--- src/common/udp_rx_settings.svh ---
`ifndef UDP_RX_SETTINGS_SVH
`define UDP_RX_SETTINGS_SVH

// ~~~~~~~~~~~~~~~~~~~~~~~~~~~~~~~~~~~~~~~~
// packet field widths
// ~~~~~~~~~~~~~~~~~~~~~~~~~~~~~~~~~~~~~~~~
`define IP_ADDR_W           32
`define PORT_NUM_W          16
`define UDP_LENGTH_W        16
`define UDP_HDR_BYTES       8

// ~~~~~~~~~~~~~~~~~~~~~~~~~~~~~~~~~~~~~~~~
// NoC and MAC side
// ~~~~~~~~~~~~~~~~~~~~~~~~~~~~~~~~~~~~~~~~
// the MAC interface is as wide as one flit
`define NOC_DATA_WIDTH      128
`define NOC_DATA_BYTES_W    4
`define PADBYTES_W          4
`define XY_WIDTH            4
`define FBITS_W             4
`define MSG_LEN_W           8

// fbits of the interface this tile sends from
`define PKT_IF_FBITS        4'd2

// ~~~~~~~~~~~~~~~~~~~~~~~~~~~~~~~~~~~~~~~~
// port table
// ~~~~~~~~~~~~~~~~~~~~~~~~~~~~~~~~~~~~~~~~
`define PORT_TABLE_DEPTH    8
`define PORT_TABLE_IDX_W    3

`endif
--- src/common/udp_rx_pkg.sv ---
`default_nettype none

`include "udp_rx_settings.svh"

package udp_rx_pkg;

    // ~~~~~~~~~~~~~~~~~~~~~~~~~~~~~~~~~~~~~~~~
    // inputs from the UDP formatter
    // ~~~~~~~~~~~~~~~~~~~~~~~~~~~~~~~~~~~~~~~~
    typedef struct packed {
        logic [`PORT_NUM_W-1:0]   src_port;
        logic [`PORT_NUM_W-1:0]   dst_port;
        logic [`UDP_LENGTH_W-1:0] length;
        logic [15:0]              checksum;
    } udp_pkt_hdr;

    typedef struct packed {
        logic [15:0] packet_id;
        logic [31:0] timestamp;
    } tracker_stats;

    typedef struct packed {
        logic [`IP_ADDR_W-1:0] src_ip;
        logic [`IP_ADDR_W-1:0] dst_ip;
        udp_pkt_hdr            udp_hdr;
        tracker_stats          stats;
    } udp_rx_hdr_in;

    typedef struct packed {
        logic [`NOC_DATA_WIDTH-1:0] data;
        logic                       last;
        logic [`PADBYTES_W-1:0]     padbytes;
    } udp_rx_data_in;

    // ~~~~~~~~~~~~~~~~~~~~~~~~~~~~~~~~~~~~~~~~
    // NoC message flits
    // ~~~~~~~~~~~~~~~~~~~~~~~~~~~~~~~~~~~~~~~~
    typedef enum logic [7:0] {
        UDP_RX_SEGMENT = 8'h12
    } noc_msg_type;

    // the used fields take 96 bits, the rest of the flit is zero
    typedef struct packed {
        logic [`XY_WIDTH-1:0]  dst_x;
        logic [`XY_WIDTH-1:0]  dst_y;
        logic [`FBITS_W-1:0]   dst_fbits;
        logic [`MSG_LEN_W-1:0] msg_len;
        logic [`XY_WIDTH-1:0]  src_x;
        logic [`XY_WIDTH-1:0]  src_y;
        logic [`FBITS_W-1:0]   src_fbits;
        noc_msg_type           msg_type;
        logic [15:0]           packet_id;
        logic [31:0]           timestamp;
        logic [7:0]            metadata_flits;
        logic [`NOC_DATA_WIDTH-97:0] padding;
    } noc_hdr_flit;

    typedef struct packed {
        logic [`IP_ADDR_W-1:0]    src_ip;
        logic [`IP_ADDR_W-1:0]    dst_ip;
        logic [`PORT_NUM_W-1:0]   src_port;
        logic [`PORT_NUM_W-1:0]   dst_port;
        logic [`UDP_LENGTH_W-1:0] data_length;
        logic [`NOC_DATA_WIDTH-113:0] padding;
    } udp_rx_meta_flit;

    // ~~~~~~~~~~~~~~~~~~~~~~~~~~~~~~~~~~~~~~~~
    // port table and control
    // ~~~~~~~~~~~~~~~~~~~~~~~~~~~~~~~~~~~~~~~~
    typedef struct packed {
        logic                 valid;
        logic [`XY_WIDTH-1:0] x;
        logic [`XY_WIDTH-1:0] y;
        logic [`FBITS_W-1:0]  fbits;
    } port_table_entry;

    typedef enum logic [1:0] {
        SEL_HDR_FLIT,
        SEL_META_FLIT,
        SEL_DATA_FLIT
    } flit_sel;

    typedef enum logic [2:0] {
        IDLE,
        HDR,
        META,
        DATA,
        DROP
    } noc_out_state;

endpackage

`default_nettype wire

--- src/verilog/udp_rx_noc_out.sv ---
`default_nettype none

`include "udp_rx_settings.svh"

module udp_rx_noc_out #(
    parameter int SRC_X = 0,
    parameter int SRC_Y = 0
) (
    input  logic                         clk,
    input  logic                         rst,

    input  logic                         hdr_val,
    input  udp_rx_pkg::udp_rx_hdr_in     hdr,
    output logic                         hdr_rdy,

    input  logic                         data_val,
    input  udp_rx_pkg::udp_rx_data_in    data,
    output logic                         data_rdy,

    output logic                         noc_val,
    output logic [`NOC_DATA_WIDTH-1:0]   noc_data,
    input  logic                         noc_rdy,

    input  logic                         table_wr_val,
    input  logic [`PORT_TABLE_IDX_W-1:0] table_wr_index,
    input  logic [`PORT_NUM_W-1:0]       table_wr_port,
    input  udp_rx_pkg::port_table_entry  table_wr_entry
);

    import udp_rx_pkg::*;

    logic                   store_inputs;
    flit_sel                sel;
    logic                   last_output;
    logic                   no_data;
    logic                   port_hit;
    logic [`PORT_NUM_W-1:0] lookup_port;
    port_table_entry        lookup_entry;

    udp_rx_noc_out_ctrl ctrl (
        .clk          (clk),
        .rst          (rst),
        .hdr_val      (hdr_val),
        .hdr_rdy      (hdr_rdy),
        .data_val     (data_val),
        .data_rdy     (data_rdy),
        .noc_val      (noc_val),
        .noc_rdy      (noc_rdy),
        .store_inputs (store_inputs),
        .flit_sel     (sel),
        .last_output  (last_output),
        .no_data      (no_data),
        .port_hit     (port_hit)
    );

    udp_rx_noc_out_datap #(
        .SRC_X (SRC_X),
        .SRC_Y (SRC_Y)
    ) datap (
        .clk          (clk),
        .rst          (rst),
        .hdr          (hdr),
        .data         (data),
        .noc_data     (noc_data),
        .store_inputs (store_inputs),
        .flit_sel     (sel),
        .last_output  (last_output),
        .no_data      (no_data),
        .port_hit     (port_hit),
        .lookup_port  (lookup_port),
        .lookup_entry (lookup_entry)
    );

    // the hit flag reaches the controller through the entry's valid bit
    udp_port_table port_table (
        .clk          (clk),
        .rst          (rst),
        .wr_val       (table_wr_val),
        .wr_index     (table_wr_index),
        .wr_port      (table_wr_port),
        .wr_entry     (table_wr_entry),
        .lookup_port  (lookup_port),
        .lookup_entry (lookup_entry),
        .lookup_hit   ()
    );

endmodule

`default_nettype wire

--- src/udp_rx_noc_out/udp_rx_noc_out_datap.sv ---
`default_nettype none

`include "udp_rx_settings.svh"

module udp_rx_noc_out_datap #(
    parameter int SRC_X = 0,
    parameter int SRC_Y = 0
) (
    input  logic                        clk,
    input  logic                        rst,

    input  udp_rx_pkg::udp_rx_hdr_in    hdr,
    input  udp_rx_pkg::udp_rx_data_in   data,

    output logic [`NOC_DATA_WIDTH-1:0]  noc_data,

    input  logic                        store_inputs,
    input  udp_rx_pkg::flit_sel         flit_sel,

    output logic                        last_output,
    output logic                        no_data,
    output logic                        port_hit,

    output logic [`PORT_NUM_W-1:0]      lookup_port,
    input  udp_rx_pkg::port_table_entry lookup_entry
);

    import udp_rx_pkg::*;

    udp_rx_hdr_in hdr_r;
    udp_rx_hdr_in hdr_next;

    logic [`UDP_LENGTH_W-1:0]   data_size;
    logic [`UDP_LENGTH_W-1:0]   num_data_flits;
    logic [`NOC_DATA_WIDTH-1:0] masked_data;

    noc_hdr_flit     hdr_flit;
    udp_rx_meta_flit meta_flit;

    // ~~~~~~~~~~~~~~~~~~~~~~~~~~~~~~~~~~~~~~~~
    // header register
    // ~~~~~~~~~~~~~~~~~~~~~~~~~~~~~~~~~~~~~~~~
    assign hdr_next = store_inputs ? hdr : hdr_r;

    always_ff @(posedge clk) begin
        if (rst) begin
            hdr_r <= '0;
        end else begin
            hdr_r <= hdr_next;
        end
    end

    // lookup and status follow the incoming header in the accept cycle
    assign lookup_port = hdr_next.udp_hdr.dst_port;
    assign port_hit    = lookup_entry.valid;
    assign no_data     = hdr_next.udp_hdr.length == `UDP_LENGTH_W'(`UDP_HDR_BYTES);
    assign last_output = data.last;

    // ~~~~~~~~~~~~~~~~~~~~~~~~~~~~~~~~~~~~~~~~
    // lengths
    // ~~~~~~~~~~~~~~~~~~~~~~~~~~~~~~~~~~~~~~~~
    assign data_size = hdr_r.udp_hdr.length - `UDP_LENGTH_W'(`UDP_HDR_BYTES);

    // round up to whole flits
    assign num_data_flits = (data_size[`NOC_DATA_BYTES_W-1:0] == '0)
                          ? (data_size >> `NOC_DATA_BYTES_W)
                          : (data_size >> `NOC_DATA_BYTES_W) + 1'b1;

    // ~~~~~~~~~~~~~~~~~~~~~~~~~~~~~~~~~~~~~~~~
    // flit builders
    // ~~~~~~~~~~~~~~~~~~~~~~~~~~~~~~~~~~~~~~~~
    always_comb begin
        hdr_flit = '0;

        hdr_flit.dst_x     = lookup_entry.x;
        hdr_flit.dst_y     = lookup_entry.y;
        hdr_flit.dst_fbits = lookup_entry.fbits;

        // one metadata flit ahead of the payload
        hdr_flit.msg_len   = `MSG_LEN_W'(num_data_flits + 1'b1);

        hdr_flit.src_x     = `XY_WIDTH'(SRC_X);
        hdr_flit.src_y     = `XY_WIDTH'(SRC_Y);
        hdr_flit.src_fbits = `PKT_IF_FBITS;
        hdr_flit.msg_type  = UDP_RX_SEGMENT;

        hdr_flit.packet_id      = hdr_r.stats.packet_id;
        hdr_flit.timestamp      = hdr_r.stats.timestamp;
        hdr_flit.metadata_flits = 8'd1;
    end

    always_comb begin
        meta_flit = '0;

        meta_flit.src_ip      = hdr_r.src_ip;
        meta_flit.dst_ip      = hdr_r.dst_ip;
        meta_flit.src_port    = hdr_r.udp_hdr.src_port;
        meta_flit.dst_port    = hdr_r.udp_hdr.dst_port;
        meta_flit.data_length = data_size;
    end

    data_masker #(
        .width (`NOC_DATA_WIDTH)
    ) masker (
        .unmasked_data (data.data),
        .padbytes      (data.padbytes),
        .last          (data.last),
        .masked_data   (masked_data)
    );

    // ~~~~~~~~~~~~~~~~~~~~~~~~~~~~~~~~~~~~~~~~
    // output select
    // ~~~~~~~~~~~~~~~~~~~~~~~~~~~~~~~~~~~~~~~~
    always_comb begin
        case (flit_sel)
            SEL_HDR_FLIT:  noc_data = hdr_flit;
            SEL_META_FLIT: noc_data = meta_flit;
            default:       noc_data = masked_data;
        endcase
    end

endmodule

`default_nettype wire

--- src/udp_rx_noc_out/udp_rx_noc_out_ctrl.sv ---
`default_nettype none

module udp_rx_noc_out_ctrl (
    input  logic              clk,
    input  logic              rst,

    input  logic              hdr_val,
    output logic              hdr_rdy,
    input  logic              data_val,
    output logic              data_rdy,
    output logic              noc_val,
    input  logic              noc_rdy,

    output logic              store_inputs,
    output udp_rx_pkg::flit_sel flit_sel,

    input  logic              last_output,
    input  logic              no_data,
    input  logic              port_hit
);

    import udp_rx_pkg::*;

    noc_out_state state_r;
    noc_out_state state_next;

    always_ff @(posedge clk) begin
        if (rst) begin
            state_r <= IDLE;
        end else begin
            state_r <= state_next;
        end
    end

    // ~~~~~~~~~~~~~~~~~~~~~~~~~~~~~~~~~~~~~~~~
    // outputs and next state
    // ~~~~~~~~~~~~~~~~~~~~~~~~~~~~~~~~~~~~~~~~
    always_comb begin
        state_next   = state_r;
        hdr_rdy      = 1'b0;
        data_rdy     = 1'b0;
        noc_val      = 1'b0;
        store_inputs = 1'b0;
        flit_sel     = SEL_DATA_FLIT;

        case (state_r)
            IDLE: begin
                hdr_rdy = 1'b1;
                if (hdr_val) begin
                    store_inputs = 1'b1;
                    // hit and no_data already reflect the incoming header here
                    if (port_hit) begin
                        state_next = HDR;
                    end else if (!no_data) begin
                        state_next = DROP;
                    end
                end
            end
            HDR: begin
                noc_val  = 1'b1;
                flit_sel = SEL_HDR_FLIT;
                if (noc_rdy) begin
                    state_next = META;
                end
            end
            META: begin
                noc_val  = 1'b1;
                flit_sel = SEL_META_FLIT;
                if (noc_rdy) begin
                    state_next = no_data ? IDLE : DATA;
                end
            end
            DATA: begin
                // payload beats pass straight through to the NoC port
                noc_val  = data_val;
                data_rdy = noc_rdy;
                flit_sel = SEL_DATA_FLIT;
                if (data_val && noc_rdy && last_output) begin
                    state_next = IDLE;
                end
            end
            DROP: begin
                // unmapped port so sink every beat without sending
                data_rdy = 1'b1;
                if (data_val && last_output) begin
                    state_next = IDLE;
                end
            end
            default: begin
                state_next = IDLE;
            end
        endcase
    end

endmodule

`default_nettype wire

--- src/verilog/udp_port_table.sv ---
`default_nettype none

`include "udp_rx_settings.svh"

module udp_port_table (
    input  logic                           clk,
    input  logic                           rst,

    input  logic                           wr_val,
    input  logic [`PORT_TABLE_IDX_W-1:0]   wr_index,
    input  logic [`PORT_NUM_W-1:0]         wr_port,
    input  udp_rx_pkg::port_table_entry    wr_entry,

    input  logic [`PORT_NUM_W-1:0]         lookup_port,
    output udp_rx_pkg::port_table_entry    lookup_entry,
    output logic                           lookup_hit
);

    import udp_rx_pkg::*;

    logic [`PORT_TABLE_DEPTH-1:0] valid_r;
    logic [`PORT_NUM_W-1:0]       port_r [`PORT_TABLE_DEPTH];
    port_table_entry              dest_r [`PORT_TABLE_DEPTH];

    // ~~~~~~~~~~~~~~~~~~~~~~~~~~~~~~~~~~~~~~~~
    // write side
    // ~~~~~~~~~~~~~~~~~~~~~~~~~~~~~~~~~~~~~~~~
    always_ff @(posedge clk) begin
        if (rst) begin
            valid_r <= '0;
        end else if (wr_val) begin
            valid_r[wr_index] <= wr_entry.valid;
        end
    end

    always_ff @(posedge clk) begin
        if (wr_val) begin
            port_r[wr_index] <= wr_port;
            dest_r[wr_index] <= wr_entry;
        end
    end

    // ~~~~~~~~~~~~~~~~~~~~~~~~~~~~~~~~~~~~~~~~
    // lookup, lowest matching index wins
    // ~~~~~~~~~~~~~~~~~~~~~~~~~~~~~~~~~~~~~~~~
    always_comb begin
        lookup_hit   = 1'b0;
        lookup_entry = '0;
        for (int i = 0; i < `PORT_TABLE_DEPTH; i++) begin
            if (!lookup_hit && valid_r[i] && (port_r[i] == lookup_port)) begin
                lookup_hit         = 1'b1;
                lookup_entry       = dest_r[i];
                lookup_entry.valid = 1'b1;
            end
        end
    end

endmodule

`default_nettype wire

--- src/verilog/data_masker.sv ---
`default_nettype none

module data_masker #(
    parameter int width = 128
) (
    input  logic [width-1:0]                 unmasked_data,
    input  logic [$clog2(width/8)-1:0]       padbytes,
    input  logic                             last,
    output logic [width-1:0]                 masked_data
);

    localparam int NUM_BYTES = width / 8;

    logic [width-1:0] byte_mask;

    // byte j here counts from the least significant end, so the
    // pad bytes are the lowest padbytes of them
    always_comb begin
        for (int j = 0; j < NUM_BYTES; j++) begin
            if (last && (j < int'(padbytes))) begin
                byte_mask[j*8 +: 8] = 8'h00;
            end else begin
                byte_mask[j*8 +: 8] = 8'hff;
            end
        end
    end

    assign masked_data = unmasked_data & byte_mask;

endmodule

`default_nettype wire

--- config.mk ---
export PLATFORM = sky130hd
export DESIGN_NAME = udp_rx_noc_out
export DESIGN_NICKNAME = d
export VERILOG_FILES = /design/src/common/udp_rx_pkg.sv /design/src/verilog/udp_rx_noc_out.sv /design/src/udp_rx_noc_out/udp_rx_noc_out_datap.sv /design/src/udp_rx_noc_out/udp_rx_noc_out_ctrl.sv /design/src/verilog/udp_port_table.sv /design/src/verilog/data_masker.sv
export VERILOG_INCLUDE_DIRS = /design/src /design/src/common
export SDC_FILE = /design/constraint.sdc
export NUM_CORES = 1
export LEC_CHECK = 0
export ABC_CLOCK_PERIOD_IN_PS = 4800
export BUFFER_PORTS_ARGS = -buffer_cell sky130_fd_sc_hd__buf_4
export CAP_MARGIN = 20
export CORE_MARGIN = 1
export CORE_UTILIZATION = 51
export DETAILED_ROUTE_END_ITERATION = 7
export GPL_TIMING_DRIVEN = 1
export PLACE_DENSITY = 0.8
export SYNTH_ARGS = -nofsm -noshare
export SYNTH_HDL_FRONTEND = slang
export SYNTH_SLANG_ARGS = --single-unit
--- constraint.sdc ---
create_clock -name clk -period 4.8 [get_ports clk]
set_input_delay 0.48 -clock clk [delete_from_list [all_inputs] [get_ports clk]]
set_output_delay 0.48 -clock clk [all_outputs]
set_load 0.005 [all_outputs]
==> impl_metrics.py <==
metrics = {
    "synth": {
        "synth-seq-area-share": 0.5254,
        "yosysTopAreaCell": "sky130_fd_sc_hd__edfxtp_1",
        "yosys_synthesis_warning_count": 0,
        "ys_async_sr_fraction": 0,
        "netlist_area_sq_um": 19320,
        "synth.top_cells.by_area": "sky130_fd_sc_hd__edfxtp_1 (35%), sky130_fd_sc_hd__dfxtp_1 (18%), sky130_fd_sc_hd__nand2_1 (6.8%), sky130_fd_sc_hd__a21oi_1 (4.5%), sky130_fd_sc_hd__xnor2_1 (3.5%)",
        "yosys_register_bits": 395,
        "postSynth.topFlopCell": "sky130_fd_sc_hd__edfxtp_1",
        "syn_area_per_cell_sq_um": 9.806,
        "synth_fp_nets": 2320,
        "synth_edf_count": 224,
        "syn_inst": 1970,
        "synth_largest_type_area_fraction": 0.3482,
        "post_synth_num_cell_types": 80,
    },
    "worst_setup_path": {
        "timing.critical_path.arrival_ns": 4.23,
        "r2r_end": "ctrl.state_r[2]",
        "timing.setup.critical_path_class": "reg -> out",
        "worst_ep_required_ns": 4.32,
        "reg2regPathDepth": 13,
        "critical_path.startpoint_type": "flip-flop",
        "r2r-start": "ctrl.state_r[1]",
        "peak_fanout_along_the_critical_path": 7,
        "reg2reg_setup_slack_ns": 1.30,
        "timing.critical_path.to_type": "output pin",
    },
    "power_and_ir_drop": {
        "ir_drop_uv": 317.9,
        "power_density_nw_per_um2": 501.1,
        "combPwrFrac": 0.386,
        "sw_frac": 0.3690,
        "clock_power_share": 0.277,
        "internal-power_mw": 8.030,
        "power.switching_mw": 4.695,
        "leakage_power_figure_nw": 10.08,
        "power.share.sequential": 0.338,
    },
    "drt": {
        "firstDrtPassIters": 8,
        "totalWireLength_mm": 79.75,
        "num_vias": 18560,
        "detail_route.wl_per_cell_um": 26.80,
        "drt_drc_violations_left": 20,
        "drt.antenna.violating_nets": 0,
        "first_iter_violations": 2073,
        "avgViaCountPerCell": 6.237,
    },
    "sta": {
        "setup_violations": 0,
        "worst_pin_slew_ns": 1.136,
        "grt_setup_unrepaired": "true",
        "max_slew_violation_total_from_the_final_report": 0,
        "min_period_over_period": 0.9813,
        "clock.fmax_mhz": 212.3,
        "slew_headroom": 0.2425,
        "timing.final.ws_setup_ns": 0.08982,
        "hold_violations": 0,
        "fin_worst_skew_ns": 0.009902,
        "finalHoldWorstSlack_ns": 0.1536,
        "layout_min_cycle_time_ns": 4.710,
    },
    "clock_network": {
        "tritoncts_buffers": 42,
        "clock_tree.htree_level_count": 2,
        "worst_skew_pair.late_latency_ns": 0.56,
        "root_buffer": "sky130_fd_sc_hd__clkbuf_16",
        "clock_sink_count": 395,
        "cts_tree": "done",
        "clkTransAtPathRegs_ns": 0.07,
        "cts.path.max_buffers": 3,
    },
    "global_routing": {
        "global_route.overflow_total": 0,
        "first_pass_grt_wire_length_mm": 114.1,
        "antenna_found_initial": 6,
        "grt_use_total": 0.4032,
        "grt_max_degree": 121,
        "grt_pass1_vias": 17830,
    },
    "floorplanning": {
        "die_y_um": 196.6,
        "start_util": 0.5227,
        "num_io_pins": 478,
        "floorplan.rows": 70,
        "placeableCoreArea_sq_um": 36960,
        "die-width_um": 196.6,
        "die_area_sq_um": 38660,
    },
    "finish": {
        "syn_to_final_growth_pct": 31.46,
        "share_of_post_route_cells_with_drive_strength_above_1": 0.2779,
        "layout_commonest_cell": "sky130_fd_sc_hd__buf_4",
        "design.final.nets": 2783,
        "final_cell_mix": "sky130_fd_sc_hd__buf_4 (541), sky130_fd_sc_hd__nand2_1 (350), sky130_fd_sc_hd__edfxtp_1 (224), sky130_fd_sc_hd__a21oi_1 (173), sky130_fd_sc_hd__dfxtp_1 (168)",
    },
    "placed_design": {
        "gp_routability_congestion": 0.9872,
        "preCtsSetupSlack_ns": 0.2026,
        "numPortBuffers": 461,
        "dp_hpwl_mm": 57.78,
    },
    "worst_hold_path": {
        "worst_hold_path.endpoint": "port_table.dest_r[5][5]",
        "hold_class": "in -> reg",
        "hold_path_startpoint": "table_wr_entry[5]",
        "timing.hold.worst_path_depth": 1,
    },
    "status": {
        "violations": "design-rule violations",
        "outcome": "finished, violations left",
    },
    "run": {
        "max_cap_viol_count": 0,
    },
}
flip-flops by register name (all words and copies together) (netlist names):
signal	flops
port_table.port_r	128
datap.hdr_r	112
port_table.dest_r	96
ctrl.state_r	3
datap.hdr_flit	48
port_table.valid_r	8
final cells by class:
cell class | instances | area [sq um]
Fill cell | 2886 | 11560
Antenna cell | 7 | 17.52
Multi-Input combinational cell | 1321 | 8421
Clock inverter | 17 | 255.2
Sequential cell | 395 | 10160
Timing Repair Buffer | 550 | 4214
Clock buffer | 59 | 1237
Inverter | 123 | 461.7
Tap cell | 504 | 630.6
power by group through the flow:
stage | sequential (mW) | combinational (mW) | clock [mW]
after floorplan | 4.16 | 2.61 | 0
after global placement | 4.31 | 4.56 | 0
after detailed placement | 4.33 | 4.61 | 0
after CTS | 4.28 | 4.77 | 3.52
after global routing | 4.33 | 5.19 | 3.65
final | 4.30 | 4.91 | 3.52
stage by stage:
step | instances | total power, mW | utilization | cell area [sq um] | TNS (ns)
2_1_floorplan | 1970 | 6.769 | - | 19320 | 0
3_3_place_gp | 2875 | 8.870 | 0.6356 | 23490 | 0
3_5_place_dp | 2875 | 8.938 | 0.6356 | 23490 | 0
4_1_cts | 2964 | 12.57 | 0.6820 | 25210 | 0
5_1_grt | 2974 | 13.16 | 0.6870 | 25390 | -0.01036
6_report | 2976 | 12.72 | 0.6871 | 25400 | 0
kinds of logic after synthesis:
group | synth area share
fa+ha+maj | 0.001943
simple gates | 0.1654
mux | 0.01185
compound gates | 0.1830
flops | 0.5254
buf+inv | 0.05298
xor+xnor | 0.05939
what timing repair did:
item                       in CTS  in global routing
hold buffers                    0                  0
setup buffers                  11                  5
cloned                          2                  0
pin swaps                       4                 16
resized for setup              26                 30
setup endpoints to repair      12                 12
worst max-delay path, cell delays in order (launching register included):
cell	delay, ns
sky130_fd_sc_hd__dfxtp_2	0.39
sky130_fd_sc_hd__or4b_4	0.66
sky130_fd_sc_hd__buf_4	0.19
sky130_fd_sc_hd__nor4_1	0.32
sky130_fd_sc_hd__a311oi_1	0.10
sky130_fd_sc_hd__or2_2	0.41
sky130_fd_sc_hd__nor4_4	0.26
sky130_fd_sc_hd__buf_4	0.18
sky130_fd_sc_hd__buf_4	0.11
sky130_fd_sc_hd__nor3_2	0.04
sky130_fd_sc_hd__and2_2	0.27
sky130_fd_sc_hd__a2111oi_2	0.34
sky130_fd_sc_hd__buf_4	0.16
sky130_fd_sc_hd__o21ai_1	0.06
sky130_fd_sc_hd__buf_4	0.16
layer usage:
metal	vias up	routed length [um]	part of all wire	global-route usage
met3	296	8897	0.11	0.1044
met1	8887	27830	0.35	0.4762
met4	0	5738	0.072	0.2432
met2	1213	37280	0.47	0.6621
li1	8165	-	-	-
met5	-	0	0	0
cells in the mapped netlist (all sizes together), types with 30 or more instances:
library cell,count
xnor2,77
dfxtp,171
a21oi,173
edfxtp,224
xor2,54
nor2,66
a222oi,63
clkbuf,107
o21ai,50
nand3,30
inv,123
nand2b,31
nand2,351
worst max path at each step:
stage	cells after the start	start	end	slack, ns
after floorplan	12	hdr_val	noc_data[116]	1.12
after global placement	14	hdr_val	noc_data[116]	0.20
after detailed placement	14	hdr_val	noc_data[116]	0.20
after CTS	15	ctrl.state_r[1]	noc_data[122]	0.02
after global routing	14	ctrl.state_r[0]	noc_data[117]	-0.006
final	14	ctrl.state_r[1]	noc_data[122]	0.09
(Power assumes the default switching activity.)
